<file path="src/source/ramio_pkg.sv">
// shared types and constants for the memory-mapped port
// imported by the blocks that need access sizes, UART states or the I/O map
`default_nettype none

package ramio_pkg;

  // access size, also the low two bits of read_type
  typedef enum logic [1:0] {
    size_none = 2'b00,
    size_byte = 2'b01,
    size_half = 2'b10,
    size_word = 2'b11
  } size_e;

  typedef enum logic [1:0] {
    tx_idle,
    tx_start,
    tx_data,
    tx_stop
  } tx_state_e;

  typedef enum logic [2:0] {
    rx_idle,
    rx_start,
    rx_data,
    rx_stop,
    rx_hold
  } rx_state_e;

  // I/O registers at the top of the address space
  localparam logic [31:0] addr_led      = 32'hffff_fffc;
  localparam logic [31:0] addr_uart_out = 32'hffff_fff8;
  localparam logic [31:0] addr_uart_in  = 32'hffff_fff4;

  // uart registers read this when there is nothing to report
  localparam logic [31:0] io_idle = 32'hffff_ffff;

endpackage

`default_nettype wire
</file>
<file path="src/source/uart_tx.sv">
// UART transmitter for 8N1 frames
// a go pulse in idle latches data, the frame starts on the next cycle
`timescale 1ns/1ps
`default_nettype none

module uart_tx import ramio_pkg::*; #(
  parameter int clks_per_bit = 8
) (
  input  wire        clk,
  input  wire        rst_n,
  input  wire  [7:0] data,
  input  wire        go,
  output logic       busy,
  output logic       tx
);

  tx_state_e  state;
  logic [7:0] shift;
  logic [2:0] bit_cnt;
  logic       bit_end;

  // timer held at zero while idle so the start bit gets a full period
  bit_timer #(.clks_per_bit(clks_per_bit)) timer (
    .clk,
    .rst_n,
    .clear(state == tx_idle),
    .mid_tick(),
    .end_tick(bit_end)
  );

  assign busy = (state != tx_idle);

  always_ff @(posedge clk) begin
    if (!rst_n) begin
      state   <= tx_idle;
      tx      <= 1'b1;
      bit_cnt <= 3'd0;
    end else begin
      unique case (state)
        tx_idle: begin
          if (go) begin
            state <= tx_start;
            tx    <= 1'b0;
          end
        end
        tx_start: begin
          if (bit_end) begin
            state   <= tx_data;
            tx      <= shift[0];
            bit_cnt <= 3'd0;
          end
        end
        tx_data: begin
          if (bit_end) begin
            if (bit_cnt == 3'd7) begin
              state <= tx_stop;
              tx    <= 1'b1;
            end else begin
              tx      <= shift[0];
              bit_cnt <= bit_cnt + 3'd1;
            end
          end
        end
        tx_stop: begin
          if (bit_end) begin
            state <= tx_idle;
          end
        end
        default: state <= tx_idle;
      endcase
    end
  end

  // lsb first, shifted as each bit goes out
  always_ff @(posedge clk) begin
    if (state == tx_idle && go) begin
      shift <= data;
    end else if (bit_end && (state == tx_start || state == tx_data)) begin
      shift <= {1'b0, shift[7:1]};
    end
  end

endmodule

`default_nettype wire

</file>
<file path="src/source/bit_timer.sv">
// serial bit period timer shared by the UART transmitter and receiver
// counts clks_per_bit cycles from a clear and then wraps
`timescale 1ns/1ps
`default_nettype none

module bit_timer #(
  parameter int clks_per_bit = 8
) (
  input  wire  clk,
  input  wire  rst_n,
  input  wire  clear,
  output logic mid_tick,
  output logic end_tick
);

  localparam int cnt_bits = $clog2(clks_per_bit);

  logic [cnt_bits-1:0] count;

  always_ff @(posedge clk) begin
    if (!rst_n || clear) begin
      count <= '0;
    end else if (end_tick) begin
      count <= '0;
    end else begin
      count <= count + 1'b1;
    end
  end

  // half way through the bit, where the receiver samples
  assign mid_tick = (count == cnt_bits'(clks_per_bit / 2 - 1));
  assign end_tick = (count == cnt_bits'(clks_per_bit - 1));

endmodule

`default_nettype wire

</file>
<file path="config.mk">
export PLATFORM = sky130hd
export DESIGN_NAME = uart_tx
export DESIGN_NICKNAME = d
export VERILOG_FILES = /design/src/source/ramio_pkg.sv /design/src/source/uart_tx.sv /design/src/source/bit_timer.sv
export SDC_FILE = /design/constraint.sdc
export NUM_CORES = 1
export LEC_CHECK = 0
export ABC_AREA = 0
export BUFFER_PORTS_ARGS = -buffer_cell sky130_fd_sc_hd__buf_2
export CAP_MARGIN = 40
export CORE_MARGIN = 1
export CORE_UTILIZATION = 45
export CTS_CLUSTER_DIAMETER = 80
export DETAILED_ROUTE_END_ITERATION = 10
export PLACE_DENSITY = 0.73
export SLEW_MARGIN = 25
export SYNTH_ARGS = -nofsm -noshare
export SYNTH_HDL_FRONTEND = slang
export SYNTH_SLANG_ARGS = --single-unit
</file>
<file path="constraint.sdc">
create_clock -name clk -period 1.35 [get_ports clk]
set_input_delay 0.2025 -clock clk [delete_from_list [all_inputs] [get_ports clk]]
set_output_delay 0.2025 -clock clk [all_outputs]
set_load 0.005 [all_outputs]
</file>
==> results by group, run 1 <==
Worst setup path
  • Kind of end point of the critical path: register
  • Critical path fanouts, max: 8
  • Kind of start point of the critical path: register
  • Critical path class: reg2reg
  • Crit path arrival time: 1.38 ns
  • WP data required: 1.41 ns

Floorplanning
  • Io pins: 13
  • Row Count: 15
  • Chip Width: 46.6 um
  • Initial Utilization: 49.7%
  • Core area: 1800 um2
  • Die Y: 46.6 um
  • Die area: 2170 um2

Drt
  • DRT antenna net count: 0
  • Iter 0 DRT Violations: 6
  • Top routing layer used: met4
  • Routed wl met3: 40 um
  • DR DRC count: 0
  • Total wire length: 1.73 mm
  • WL met1: 795 um
  • Wire length on met2: 865 um
  • Avg WL per Cell: 13.4 um
  • Vias/cell: 5.11
  • Via count: 659
  • Detailed Routing Iterations Pass 1: 4

Synthesis
  • FF+latch count, synth: 17
  • Syn Std Cell Area: 895 um2
  • Syn Area/Cell: 11.5 um2
  • Post-synthesis cell type count: 23
  • Syn nets: 99
  • Post-Syn Instances: 78
  • Syn. warnings: 0
  • Register area share after synthesis: 47.0%

Global routing
  • Grt ovf: 0
  • Largest net degree at the start of global routing: 11
  • Initial antenna violation count: 0
  • Total GRT Usage: 17.7%
  • Number of global-route vias before repair: 614
  • First-pass GRT wire length: 2.61 mm

Timing
  • Max_slew headroom: 80.3%
  • Fmax: 753 MHz
  • Hold Vio Cnt, Final: 0
  • Slew @ Worst Pin: 0.296 ns
  • Min cycle time layout: 1.33 ns
  • Layout Skew: 0.00125 ns
  • Tcrit/Tclk final: 98.3%
  • Setup_tns: 0 ns
  • Unrepaired setup endpoints after global routing: true
  • Setup-failing EPs final: 0
  • Pins Over Slew Limit: 0

Clocking
  • TritonCTS Buffers: 3
  • Clock tree from TritonCTS: built
  • Clk root buf: clkbuf_4
  • H-Tree Depth: 1
  • Clk sinks: 17
  • Worst-Skew Late Latency: 0.29 ns
  • Register clock-pin slew on the reported worst setup and hold paths: 0.10 ns
  • Clock tree buffer depth: 2

Hold path
  • Hold Path Class: in2reg

Finish
  • Fin area: 1210 um2
  • Most common library cell in the layout ignoring fill and taps: buf_2
  • Synth-to-Final Area Change: 35.4%
  • NumNets Final: 126
  • Layout cells sized above 1: 51.9%
  • FF/Latch Area: 430 um2
  • Commonest non-fill, non-tap cells in the layout: buf_2 (12), nand2_1 (8), edfxtp_1 (8)
  • Fillers: 138
  • Antenna diode count: 0
  • Area of the multi-input gates: 561 um2

Placement
  • Dpl cell area: 1050 um2
  • RePlAce Congestion: 0.766
  • Post-DP HPWL: 1.16 mm
  • PortBufs: 12

Pwr
  • Design Power: 2100 uW
  • Pwr Density: 1730 nW/um2
  • P_leak: 0.000493 uW
  • Peak VDD IR: 0.00163 V

Outcome
  • Status: finished, final reports clean

Job
  • Max Cap Violations: 0
[final cells by class]
cell class | count | area share [%]
Clock buffer | 3 | 1.86
Inverter | 5 | 1.76
Timing Repair Buffer | 22 | 11.6
Multi-Input combinational cell | 56 | 46.3
Tap cell | 25 | 2.58
Clock inverter | 1 | 0.413
Sequential cell | 17 | 35.5
[flip-flops by register name, indices dropped and copies added, names as in the netlist]
| register | flops |
|---|---|
| shift | 8 |
| bit_cnt | 3 |
| timer.count | 3 |
| state | 2 |
| tx | 1 |
[power by group]
| group | switching [uW] | internal [uW] | total (uW) |
|---|---|---|---|
| clock network | 168 | 110 | 279 |
| logic | 459 | 547 | 1010 |
| registers | 75.3 | 740 | 815 |
| total | 703 | 1400 | 2100 |
[per-layer routing]
metal	vias up	track usage (%)
met5	-	0
li1	334	-
met2	12	29.2
met3	4	4.71
met4	0	8.82
met1	309	20.9
[critical path: stages (launching register included)]
cell	delay, ns
dfxtp_4	0.39
inv_4	0.06
ha_4	0.18
nand2_4	0.11
mux2_2	0.35
[Yosys cell counts, drive strengths merged]
master / count / area [um2]
a21boi: 3 / 22.5
a21oi: 1 / 5.00
a31oi: 1 / 6.26
and2: 5 / 31.3
and3: 1 / 6.26
and3b: 2 / 20.0
dfxtp: 9 / 180
edfxtp: 8 / 240
ha: 10 / 125
inv: 5 / 18.8
mux2: 7 / 78.8
mux2i: 2 / 20.0
nand2: 9 / 36.3
nand2b: 2 / 12.5
nor2b: 1 / 6.26
nor3b: 2 / 15.0
o2111a: 2 / 23.8
o21ai: 7 / 35.0
o21bai: 1 / 11.3
[repair_timing]
item                                    in CTS  in global routing
pin swaps                                    2                  5
resized for setup                           12                 14
buffers inserted                             0                  3
endpoints found under the setup margin      22                  9
hold buffers                                 0                  0
[final timing paths]
path / startpoint / endpoint / slack (ns) / cells after the start
min: rst_n / tx$_SDFFE_PN1P_ / 0.18 / 2
max: state[1]$_SDFFE_PN0P_ / shift[1]$_DFFE_PP_ / 0.02 / 4
min reg2reg: timer.count[0]$_SDFF_PP0_ / timer.count[0]$_SDFF_PP0_ / 0.44 / 1
max reg2reg: state[1]$_SDFFE_PN0P_ / shift[1]$_DFFE_PP_ / 0.02 / 4
[stage by stage]
| step | util, % | hold WS, ns | setup slack, ns | cells |
|---|---|---|---|---|
| 2_1_floorplan | - | 0.282 | -0.00643 | 78 |
| 3_3_place_gp | 58.3 | 0.409 | -0.0534 | 122 |
| 3_5_place_dp | 58.3 | 0.424 | -0.0874 | 122 |
| 4_1_cts | 62.9 | 0.163 | 0.0000483 | 126 |
| 5_1_grt | 67.2 | 0.173 | -0.0270 | 129 |
| 6_report | 67.2 | 0.176 | 0.0228 | 129 |
[cell families after synthesis]
| group | count (synthesis) | share of synthesized area, % |
|---|---|---|
| compound gates | 15 | 11.6 |
| fa+ha+maj | 10 | 14.0 |
| buf+inv | 5 | 2.10 |
| flops | 17 | 47.0 |
| mux | 9 | 11.0 |
| simple gates | 22 | 14.3 |
Power figures use the tool's default switching activity.
==> run 2: changes to the inputs <==
- ABC_AREA: 0 -> 1
==> results by group, run 2 <==
Finish
  • Largest regs: shift: 8 flops, bit_cnt: 3 flops, timer.count: 3 flops
  • Most common library cell in the layout ignoring fill and taps: nand2_1
  • Synth-to-Final Area Change: 30.1%
  • Commonest non-fill, non-tap cells in the layout: nand2_1 (13), inv_1 (12), nor2_1 (12), buf_2 (12), edfxtp_1 (8)
  • Fillers: 152
  • Antenna diode count: 0
  • Layout cells sized above 1: 44.8%
  • Final Non-Filler Cells: 141
  • Max reg flops: 8
  • Most flops, register: shift
  • NumNets Final: 138
  • Fin util: 64.1%

Global routing
  • Total GRT Usage: 18.2%
  • Number of global-route vias before repair: 585
  • Largest net degree at the start of global routing: 10
  • Initial antenna violation count: 0
  • Grt ovf: 0
  • First-pass GRT wire length: 2.55 mm

Clocking
  • Clock tree from TritonCTS: built
  • Clk root buf: clkbuf_4
  • Clk sinks: 17
  • Clock tree buffer depth: 2
  • H-Tree Depth: 1
  • Hold_buf cts: 0
  • Register clock-pin slew on the reported worst setup and hold paths: 0.10 ns
  • TritonCTS Buffers: 3
  • Worst-Skew Late Latency: 0.29 ns

Pwr
  • NetSw: 705 uW
  • Seq pwr share: 40.5%
  • Internal Power: 1230 uW
  • Switch share: 36.3%
  • P_leak: 0.000492 uW
  • Clock Power Share: 14.4%
  • Pwr Density: 1700 nW/um2
  • Peak VDD IR: 0.000917 V
  • Combinational Power Share: 45.1%

Drt
  • Total wire length: 1.80 mm
  • DR DRC count: 0
  • Vias/cell: 4.73
  • Iter 0 DRT Violations: 9
  • Detailed Routing Iterations Pass 1: 4
  • Via count: 667
  • Avg WL per Cell: 12.8 um
  • DRT antenna net count: 0

Synthesis
  • Number of synthesized flops with an enable pin: 8
  • Post-Syn Instances: 95
  • Syn Area/Cell: 9.25 um2
  • Commonest cells in the netlist: inv_1 (16), nand2_1 (14), nor2_1 (14)
  • Syn. warnings: 0
  • Syn Std Cell Area: 878 um2
  • Most frequent cell after synthesis: inv_1
  • Share of the synthesized area in the top cell type: 27.4%
  • Dominant synthesized flop cell: dfxtp_1
  • Ys async rst share: 0%
  • Syn nets: 116
  • Register area share after synthesis: 47.9%
  • Yosys top cell by area: edfxtp_1
  • Synth area leaders: edfxtp_1 (27%), dfxtp_1 (21%), ha_1 (14%)
  • FF+latch count, synth: 17
  • Post-synthesis cell type count: 13

Floorplanning
  • Die area: 2130 um2
  • Die Y: 46.2 um
  • Chip Width: 46.2 um
  • Row Count: 15
  • Io pins: 13
  • Core area: 1780 um2
  • Initial Utilization: 49.3%

Hold path
  • Hold Path Class: in2reg

Job
  • Max Cap Violations: 0

Timing
  • Setup-failing EPs final: 0
  • Layout Skew: 0.00259 ns
  • Slew @ Worst Pin: 0.295 ns
  • Fmax: 772 MHz
  • Pins Over Slew Limit: 0
  • Setup_tns: 0 ns
  • Tcrit/Tclk final: 96.0%
  • Max_slew headroom: 80.3%
  • Hold Vio Cnt, Final: 0
  • Min cycle time layout: 1.30 ns

Placement
  • Placed insts: 135
  • Post-DP HPWL: 1.20 mm
  • PortBufs: 12
  • RePlAce Congestion: 0.825

Worst setup path
  • WP data required: 1.40 ns
  • Critical path class: reg2reg
  • Kind of start point of the critical path: register
  • Critical path fanouts, max: 9
  • Crit path arrival time: 1.35 ns
  • Kind of end point of the critical path: register

Outcome
  • Status: finished, final reports clean
## run 2: changes by cell type after synthesis, moves of 2 or more
cell	previous run	this run
a21boi_1	2	0
a21oi_1	1	3
and2_1	5	0
and3b_2	2	0
inv_1	5	16
mux2i_1	2	0
nand2_1	8	14
nand2_2	1	3
nand2b_1	2	0
nand3_1	0	6
nor2_1	0	14
nor3b_1	2	0
o21ai_0	6	3
## run 2: routing by layer
| metal | track usage (%) | up-vias | share of wire [%] |
|---|---|---|---|
| met5 | 0 | - | 0 |
| met1 | 23.1 | 299 | 41 |
| li1 | - | 343 | - |
| met3 | 4.71 | 5 | 4.6 |
| met4 | 10.6 | 0 | 2.0 |
| met2 | 27.9 | 20 | 52 |
## run 2: logic make-up (layout without fill, tap and decap cells)
logic type / count (synthesis) / count (layout) / synth area share (%)
muxes: 7 / 7 / 8.97
buffers and inverters: 17 / 38 / 7.26
and+or+nand+nor: 38 / 38 / 18.2
DFF: 17 / 17 / 47.9
AOI/OAI and AO/OA: 6 / 6 / 3.42
adders and majority gates: 10 / 10 / 14.2
## run 2: path summary, 6_finish.rpt
path / startpoint / end / slack, ns / cells past startpoint
worst min-delay path: rst_n / tx$_SDFFE_PN1P_ / 0.16 / 2
worst max-delay path: state[0]$_SDFFE_PN0P_ / shift[5]$_DFFE_PP_ / 0.05 / 4
worst max register to register: state[0]$_SDFFE_PN0P_ / shift[5]$_DFFE_PP_ / 0.05 / 4
worst min register to register: tx$_SDFFE_PN1P_ / tx$_SDFFE_PN1P_ / 0.50 / 2
## run 2: what timing repair did
item,CTS,global route
pin swaps,2,5
resized for setup,4,22
buffers inserted,0,2
gates cloned,0,0
endpoints found under the setup margin,14,22
## run 2: power groups by stage
stage	Clock [uW]	Sequential, uW	Combinational [uW]
2_1_floorplan	0	781	518
3_3_place_gp	0	772	726
3_5_place_dp	0	781	746
4_1_cts	285	772	787
5_1_grt	305	798	964
6_report	279	785	875
## run 2: final cells by class
class | count | area (um2) | area share, %
clock buffer | 4 | 26.3 | 2.30
timing repair buffer | 17 | 97.6 | 8.54
multi-input combinational | 61 | 493 | 43.2
sequential | 17 | 428 | 37.5
tap | 25 | 31.3 | 2.74
inverter | 17 | 66.3 | 5.81
## run 2: critical path, cell delays in order (launching register included)
cell,delay [ns]
dfxtp_2,0.35
inv_2,0.06
ha_4,0.17
nand2_4,0.12
mux2_2,0.36
## run 2: stage by stage
step	total power (uW)	setup WS (ns)	hold WS (ns)	cell area, um2
finish	1940	0.0542	0.158	1140
global route	2070	-0.0438	0.150	1140
CTS	1840	0.0114	0.148	1050
detailed placement	1530	-0.0366	0.417	1010
global placement	1500	0.00368	0.406	1010
floorplan	1300	0.0215	0.287	900
