[config.mk]
export PLATFORM = sky130hd
export DESIGN_NAME = uart_rx
export DESIGN_NICKNAME = d
export VERILOG_FILES = /design/src/source/ramio_pkg.sv /design/src/source/uart_rx.sv /design/src/source/bit_timer.sv
export SDC_FILE = /design/constraint.sdc
export NUM_CORES = 1
export LEC_CHECK = 0
export ABC_AREA = 0
export BUFFER_PORTS_ARGS = -buffer_cell sky130_fd_sc_hd__buf_4
export CORE_MARGIN = 4
export CORE_UTILIZATION = 35
export DETAILED_ROUTE_END_ITERATION = 8
export GPL_TIMING_DRIVEN = 0
export SYNTH_ARGS = -nofsm -noshare
export SYNTH_HDL_FRONTEND = slang
export SYNTH_SLANG_ARGS = --single-unit
[constraint.sdc]
create_clock -name clk -period 2.1 [get_ports clk]
set_input_delay 0.21 -clock clk [delete_from_list [all_inputs] [get_ports clk]]
set_output_delay 0.21 -clock clk [all_outputs]
set_load 0.02 [all_outputs]
[src/source/ramio_pkg.sv]
// shared types and constants for the memory-mapped port
// imported by the blocks that need access sizes, UART states or the I/O map
`default_nettype none

package ramio_pkg;

  // access size, also the low two bits of read_type
  typedef enum logic [1:0] {
    size_none = 2'b00,
    size_byte = 2'b01,
    size_half = 2'b10,
    size_word = 2'b11
  } size_e;

  typedef enum logic [1:0] {
    tx_idle,
    tx_start,
    tx_data,
    tx_stop
  } tx_state_e;

  typedef enum logic [2:0] {
    rx_idle,
    rx_start,
    rx_data,
    rx_stop,
    rx_hold
  } rx_state_e;

  // I/O registers at the top of the address space
  localparam logic [31:0] addr_led      = 32'hffff_fffc;
  localparam logic [31:0] addr_uart_out = 32'hffff_fff8;
  localparam logic [31:0] addr_uart_in  = 32'hffff_fff4;

  // uart registers read this when there is nothing to report
  localparam logic [31:0] io_idle = 32'hffff_ffff;

endpackage

`default_nettype wire
[src/source/uart_rx.sv]
// UART receiver for 8N1 frames
// data_ready is a level raised mid stop bit and held until ack
`timescale 1ns/1ps
`default_nettype none

module uart_rx import ramio_pkg::*; #(
  parameter int clks_per_bit = 8
) (
  input  wire        clk,
  input  wire        rst_n,
  input  wire        rx,
  input  wire        ack,
  output logic [7:0] data,
  output logic       data_ready
);

  logic [1:0] sync;
  logic       rx_s;
  rx_state_e  state;
  logic [7:0] shift;
  logic [2:0] bit_cnt;
  logic       bit_mid;

  // two flops against metastability, idle line is high
  always_ff @(posedge clk) begin
    if (!rst_n) begin
      sync <= 2'b11;
    end else begin
      sync <= {sync[0], rx};
    end
  end

  assign rx_s = sync[1];

  // timer starts from the falling edge of the start bit
  bit_timer #(.clks_per_bit(clks_per_bit)) timer (
    .clk,
    .rst_n,
    .clear(state == rx_idle),
    .mid_tick(bit_mid),
    .end_tick()
  );

  assign data_ready = (state == rx_hold);

  always_ff @(posedge clk) begin
    if (!rst_n) begin
      state   <= rx_idle;
      bit_cnt <= 3'd0;
    end else begin
      unique case (state)
        rx_idle: if (!rx_s) state <= rx_start;
        rx_start: begin
          // a glitch shorter than half a bit goes back to idle
          if (bit_mid) begin
            state   <= rx_s ? rx_idle : rx_data;
            bit_cnt <= 3'd0;
          end
        end
        rx_data: begin
          if (bit_mid) begin
            bit_cnt <= bit_cnt + 3'd1;
            if (bit_cnt == 3'd7) begin
              state <= rx_stop;
            end
          end
        end
        rx_stop: begin
          // framing error drops the byte
          if (bit_mid) begin
            state <= rx_s ? rx_hold : rx_idle;
          end
        end
        rx_hold: if (ack) state <= rx_idle;
        default: state <= rx_idle;
      endcase
    end
  end

  always_ff @(posedge clk) begin
    if (state == rx_data && bit_mid) begin
      shift <= {rx_s, shift[7:1]};
    end
    if (state == rx_stop && bit_mid && rx_s) begin
      data <= shift;
    end
  end

endmodule

`default_nettype wire

[src/source/bit_timer.sv]
// serial bit period timer shared by the UART transmitter and receiver
// counts clks_per_bit cycles from a clear and then wraps
`timescale 1ns/1ps
`default_nettype none

module bit_timer #(
  parameter int clks_per_bit = 8
) (
  input  wire  clk,
  input  wire  rst_n,
  input  wire  clear,
  output logic mid_tick,
  output logic end_tick
);

  localparam int cnt_bits = $clog2(clks_per_bit);

  logic [cnt_bits-1:0] count;

  always_ff @(posedge clk) begin
    if (!rst_n || clear) begin
      count <= '0;
    end else if (end_tick) begin
      count <= '0;
    end else begin
      count <= count + 1'b1;
    end
  end

  // half way through the bit, where the receiver samples
  assign mid_tick = (count == cnt_bits'(clks_per_bit / 2 - 1));
  assign end_tick = (count == cnt_bits'(clks_per_bit - 1));

endmodule

`default_nettype wire

==> results of run 1 <==
-- final cells by class --
class,instances,area [sq um]
buffer,4,33.8
clock buffer,3,22.5
clock inverter,1,5.00
timing repair buffer,12,90.1
fill,309,1760
tap,44,55.1
inverter,3,11.3
multi-input combinational,49,374
sequential,27,701
-- power by group through the flow --
stage	clock network [mW]	registers [mW]	logic, mW
detailed placement	0	0.609	0.156
CTS	0.228	0.597	0.155
floorplan	0	0.603	0.128
global placement	0	0.610	0.154
global route	0.252	0.602	0.173
finish	0.212	0.597	0.155
-- flip-flops by register name (all words and copies together) (netlist names) --
register     flops
bit_cnt          3
data             8
shift            8
state            3
sync             2
timer.count      3
-- cell usage in the layout, fill, tap and decap left out, types with 2 or more instances in the layout --
master	instances
a21boi_1	3
and2_1	4
and4bb_1	2
buf_4	13
buf_6	2
clkbuf_4	3
dfxtp_1	11
edfxtp_1	16
ha_1	5
inv_1	3
mux2i_1	2
nand2_1	4
nand2b_1	3
nor2_1	4
nor2_2	2
nor2b_1	2
o21ai_0	4
o21ai_1	4
-- through the flow --
stage	setup WS [ps]	power [mW]
2_1_floorplan	523	0.731
3_3_place_gp	215	0.764
3_5_place_dp	169	0.764
4_1_cts	202	0.981
5_1_grt	75.5	1.03
6_report	249	0.964
-- cells by family after synthesis --
| group | Yosys count |
|---|---|
| buf+inv | 7 |
| compound gates | 15 |
| simple gates | 27 |
| mux | 2 |
| fa+ha+maj | 5 |
| flops | 27 |
-- per-layer routing --
| layer | up-vias | GRT usage, % | share of wire, % |
|---|---|---|---|
| met3 | 5 | 2.25 | 5.2 |
| li1 | 328 | - | - |
| met4 | 0 | 5.80 | 2.6 |
| met2 | 16 | 16.1 | 48 |
| met1 | 320 | 10.7 | 44 |
| met5 | - | 0 | 0 |
-- worst min path at each step --
stage	end	slack, ps	cells after the start
global placement	sync[1]$_SDFF_PN1_	390	1
global route	sync[0]$_SDFF_PN1_	30	2
floorplan	sync[0]$_SDFF_PN1_	310	1
finish	sync[0]$_SDFF_PN1_	60	2
detailed placement	sync[0]$_SDFF_PN1_	400	2
CTS	sync[0]$_SDFF_PN1_	50	2
==> flow_summary_export.csv, run 1 <==
group,metric,value,unit
setup_path,criticalPathCategory,"reg -> reg",
setup_path,r2r_slack,250,ps
placed_design,dp_hpwl,1230,um
final_layout,design_area,1290,sq um
clocking,insertion_delay,310,ps
placed_design,port_buffers,12,
logic_synthesis,synth_fa_ha_area_share,5.59,%
sta,slew_headroom,55.9,%
clocking,clock_sinks,27,
clocking,tritoncts,"yes",
sta,timing.hold.ws,61.1,ps
logic_synthesis,synth_top_area_share,42.9,%
placed_design,dpl_cell_area,1260,sq um
setup_path,critical_path.slowest_cell,"nor2b_1",
die,std_cell_rows,20,
power,p_comb_share,16.1,%
sta,period_share,88.1,%
power,irDropWorstVdd,0.404,mV
setup_path,slowest_delay,560,ps
logic_synthesis,synthTopCellsByArea,"edfxtp_1, dfxtp_1, ha_1",
logic_synthesis,ys_types,28,
die,num_io_pins,13,
die,die_w,64.6,um
logic_synthesis,yosys.area_share.xor_xnor,0,%
clocking,cts_made_buffers,3,
setup_path,rr_worst_depth,4,
logic_synthesis,syn_inst,83,
final_layout,area_growth,15.4,%
flow_run,cap_violations,0,
die,die_area,4170,sq um
clocking,clock_path_buffers,2,
power,internal-power,721,uW
logic_synthesis,yosys.area_share.simple,16.0,%
global_routing,antenna_found_initial,0,
logic_synthesis,synth_fp_nets,92,
logic_synthesis,yosys.area.top_type,"edfxtp_1",
placed_design,gp_congestion,0.773,
die,die_y,64.6,um
logic_synthesis,yosys-top-cells-count,"edfxtp_1, dfxtp_1, ha_1",
die,core_area,3050,sq um
power,p_leak,0.472,nW
sta,slew_viol_final,0,
run_status,status,"finished clean",
logic_synthesis,synth_ff_type,"edfxtp_1",
power,p_switching,243,uW
sta,hold_viol,0,
final_layout,final_net_count,109,
final_layout,fin_cells,143,
logic_synthesis,synth_top_family_by_area,"simple AND/OR/NAND/NOR gates",
sta,fin_setup_tns,0,ps
setup_path,crit_required,2070,ps
logic_synthesis,synth_compound_area_share,10.1,%
logic_synthesis,synth_area,1120,sq um
setup_path,rr_endpoint,"shift[0]$_DFFE_PP_",
logic_synthesis,synth-edff-count,16,
power,seqPwrFrac,61.9,%
global_routing,grt_pass1_wl,3010,um
drt,wirelength,1680,um
setup_path,worst-path-stages,4,
logic_synthesis,avgSynthCellArea,13.5,sq um
clocking,ctsRootBufferMaster,"clkbuf_4",
power,p_per_area,746,nW/um^2
final_layout,finish.utilization,42.3,%
setup_path,cpMostUsedCell,"ha_1",
final_layout,diodes,0,
logic_synthesis,yosys_warnings,0,
drt,wl_per_cell,11.7,um
clocking,htreeDepth,1,
drt,dr.pass1.iters,4,
sta,grt_setup_unrepaired,"no",
hold_path,hold_start,"rx",
clocking,cts_setup_buffers,0,
logic_synthesis,ys_async_sr_fraction,0,%
power,p_sw_share,25.2,%
power,clockPowerShare,22.0,%
clocking,post_cts_resized,0,
die,start_util,36.7,%
setup_path,cp_cell_sequence,"ha_1 -> ha_1 -> nand2b_1 -> nor2b_1",
drt,drc,0,
setup_path,rr_startpoint,"timer.count[0]$_SDFF_PP0_",
setup_path,cp_max_fo,8,
sta,timing.fmax,0.540,GHz
setup_path,crit_family,"simple AND/OR/NAND/NOR gates",
drt,vias,669,
global_routing,grt_pass1_vias,703,
drt,drt_iter0_drc,11,
setup_path,crit_buf_inv,0,
setup_path,startpoint_type,"flip-flop",
logic_synthesis,synth_seq_area_share,62.6,%
setup_path,cp-end-kind,"flip-flop",
logic_synthesis,muxShareOfSynthArea,1.79,%
setup_path,cp.arrival,1820,ps
placed_design,placedCellCount,139,
global_routing,grt-ovfl-total,0,
clocking,holdBufCountCts,0,
sta,finClkSkew,4.41,ps
global_routing,grt_max_degree,16,
sta,max_slew.worst_pin.slew,660,ps
global_routing,grt_usage,9.48,%
sta,setup_viol,0,
logic_synthesis,synth_seq_cells,27,
clocking,path_clk_slew,130,ps
setup_path,startpoint,"timer.count[0]$_SDFF_PP0_",
final_layout,layout-drive-gt1-share,25.3,%
setup_path,crit_path_end,"shift[0]$_DFFE_PP_",
drt,viasPerCell,4.68,
hold_path,hp-class,"in -> reg",
drt,ant_nets,0,
sta,min_period,1850,ps
logic_synthesis,synth.most_common_cell,"edfxtp_1",
Power figures use the tool's default switching activity.
==> inputs of run 2 (changes only) <==
--- a/config.mk
+++ b/config.mk
@@ -6,7 +6,7 @@
 export NUM_CORES = 1
 export LEC_CHECK = 0
 export ABC_AREA = 0
-export BUFFER_PORTS_ARGS = -buffer_cell sky130_fd_sc_hd__buf_4
+export BUFFER_PORTS_ARGS = -buffer_cell sky130_fd_sc_hd__buf_2
 export CORE_MARGIN = 4
 export CORE_UTILIZATION = 35
 export DETAILED_ROUTE_END_ITERATION = 8
==> run 2 against run 1 <==
  * Wire length shrank 1.7%
  * Critical path depth is the same
  * Setup slack lost 21 ps
  * First-iteration DRC count shrank 27%
  * Clock power grew 5%
==> flow_summary_export.csv, run 2 (synthesis results as in run 1) <==
group,metric,value,unit
die,num_io_pins,13,
final_layout,seq_area,701,sq um
power,p_leak,0.459,nW
sta,slew_viol_final,0,
placed_design,gp_congestion,0.783,
run_status,status,"finished clean",
setup_path,crit_required,2070,ps
die,die_area,4170,sq um
sta,setup_viol,0,
sta,timing.fmax,0.534,GHz
drt,drc,0,
clocking,cts_made_buffers,3,
die,core_area,3050,sq um
power,p_comb_share,15.8,%
global_routing,grt_pass1_wl,2750,um
sta,fin_setup_tns,0,ps
hold_path,hp-class,"in -> reg",
drt,ant_nets,0,
final_layout,reg.largest.list,"data (8), shift (8)",
sta,period_share,89.2,%
final_layout,final_net_count,109,
final_layout,layout-drive-gt1-share,25.3,%
setup_path,startpoint_type,"flip-flop",
sta,finClkSkew,8.05,ps
final_layout,layout_commonest_cell,"edfxtp_1",
clocking,holdBufCountCts,0,
placed_design,dpl_cell_area,1230,sq um
setup_path,criticalPathCategory,"reg -> reg",
clocking,ctsRootBufferMaster,"clkbuf_4",
setup_path,critical_path.slowest_cell,"nor2b_1",
clocking,clock_sinks,27,
hold_path,hold_start,"rx",
global_routing,grt_max_degree,17,
placed_design,port_buffers,12,
setup_path,startpoint,"timer.count[0]$_SDFF_PP0_",
sta,slew_headroom,55.1,%
setup_path,slowest_delay,570,ps
setup_path,rr_startpoint,"timer.count[0]$_SDFF_PP0_",
final_layout,area_growth,13.0,%
global_routing,grt-ovfl-total,0,
power,irDropWorstVdd,0.515,mV
power,p_sw_share,25.9,%
sta,min_period,1870,ps
clocking,clock_path_buffers,2,
die,die_y,64.6,um
setup_path,cp_cell_sequence,"ha_1 -> ha_1 -> nand2b_1 -> nor2b_1",
final_layout,design_area,1260,sq um
clocking,cts_setup_buffers,0,
clocking,post_cts_resized,0,
drt,vias,649,
die,start_util,36.7,%
power,internal-power,721,uW
drt,wl_per_cell,11.5,um
setup_path,cpMostUsedCell,"ha_1",
sta,hold_viol,0,
drt,wirelength,1650,um
final_layout,final_cell_mix,"edfxtp_1, buf_2, dfxtp_1",
power,p_switching,252,uW
setup_path,cp-end-kind,"flip-flop",
clocking,insertion_delay,320,ps
final_layout,diodes,0,
sta,grt_setup_unrepaired,"no",
clocking,htreeDepth,1,
clocking,tritoncts,"yes",
setup_path,cp.arrival,1840,ps
drt,dr.pass1.iters,4,
drt,drt_iter0_drc,8,
die,die_w,64.6,um
final_layout,finish.utilization,41.4,%
flow_run,cap_violations,0,
global_routing,grt_pass1_vias,614,
sta,max_slew.worst_pin.slew,672,ps
placed_design,dp_hpwl,1170,um
power,seqPwrFrac,61.4,%
clocking,path_clk_slew,150,ps
final_layout,fill_cells,321,
final_layout,multi_input_area,374,sq um
global_routing,antenna_found_initial,0,
die,std_cell_rows,20,
global_routing,grt_usage,8.37,%
setup_path,cp_max_fo,8,
drt,viasPerCell,4.54,
power,clockPowerShare,22.8,%
power,p_per_area,770,nW/um^2
## run 2: cell count changes in the layout (fill, tap and decap cells not counted)
cell,before,now
buf_4,13,1
buf_2,0,12
clkinvlp_4,0,1
clkinv_2,1,0
## run 2: path summary, 6_finish.rpt
| path | to | slack, ps | cells after the start |
|---|---|---|---|
| worst min-delay path | sync[0]$_SDFF_PN1_ | 60 | 2 |
| worst max-delay path | shift[0]$_DFFE_PP_ | 230 | 4 |
| worst max register to register | shift[0]$_DFFE_PP_ | 230 | 4 |
| worst min register to register | sync[1]$_SDFF_PN1_ | 430 | 1 |
## run 2: power groups by stage
stage | logic [mW] | clock network, mW | registers, mW
floorplan | 0.128 | 0 | 0.603
global placement | 0.152 | 0 | 0.610
detailed placement | 0.155 | 0 | 0.609
CTS | 0.155 | 0.231 | 0.597
global route | 0.168 | 0.252 | 0.602
finish | 0.154 | 0.222 | 0.597
## run 2: final cells by class
type,instances,area share (%)
Multi-Input combinational cell,49,29.6
Clock buffer,3,1.78
Inverter,3,0.890
Clock inverter,1,0.593
Tap cell,44,4.35
Timing Repair Buffer,12,4.75
Buffer,4,2.67
Sequential cell,27,55.4
## run 2: worst max-delay path: cells and delay by family (launching register included)
family                     cells  cell delay (ps)
and+or+nand+nor                2              740
adders and majority gates      2              420
DFF                            1              360
## run 2: metal layers
layer | vias up | GRT usage (%) | share of wire, %
li1 | 328 | - | -
met1 | 308 | 11.0 | 50
met2 | 11 | 13.1 | 44
met3 | 2 | 1.73 | 5.3
met4 | 0 | 3.96 | 1.3
met5 | - | 0 | 0
## run 2: metrics by stage
stage | setup WS (ps) | power [mW] | std cells | hold WS (ps)
6_report | 228 | 0.973 | 143 | 58.1
5_1_grt | 106 | 1.02 | 143 | 55.6
4_1_cts | 210 | 0.984 | 143 | 55.5
3_5_place_dp | 201 | 0.764 | 139 | 397
3_3_place_gp | 216 | 0.762 | 139 | 389
2_1_floorplan | 523 | 0.731 | 83 | 311
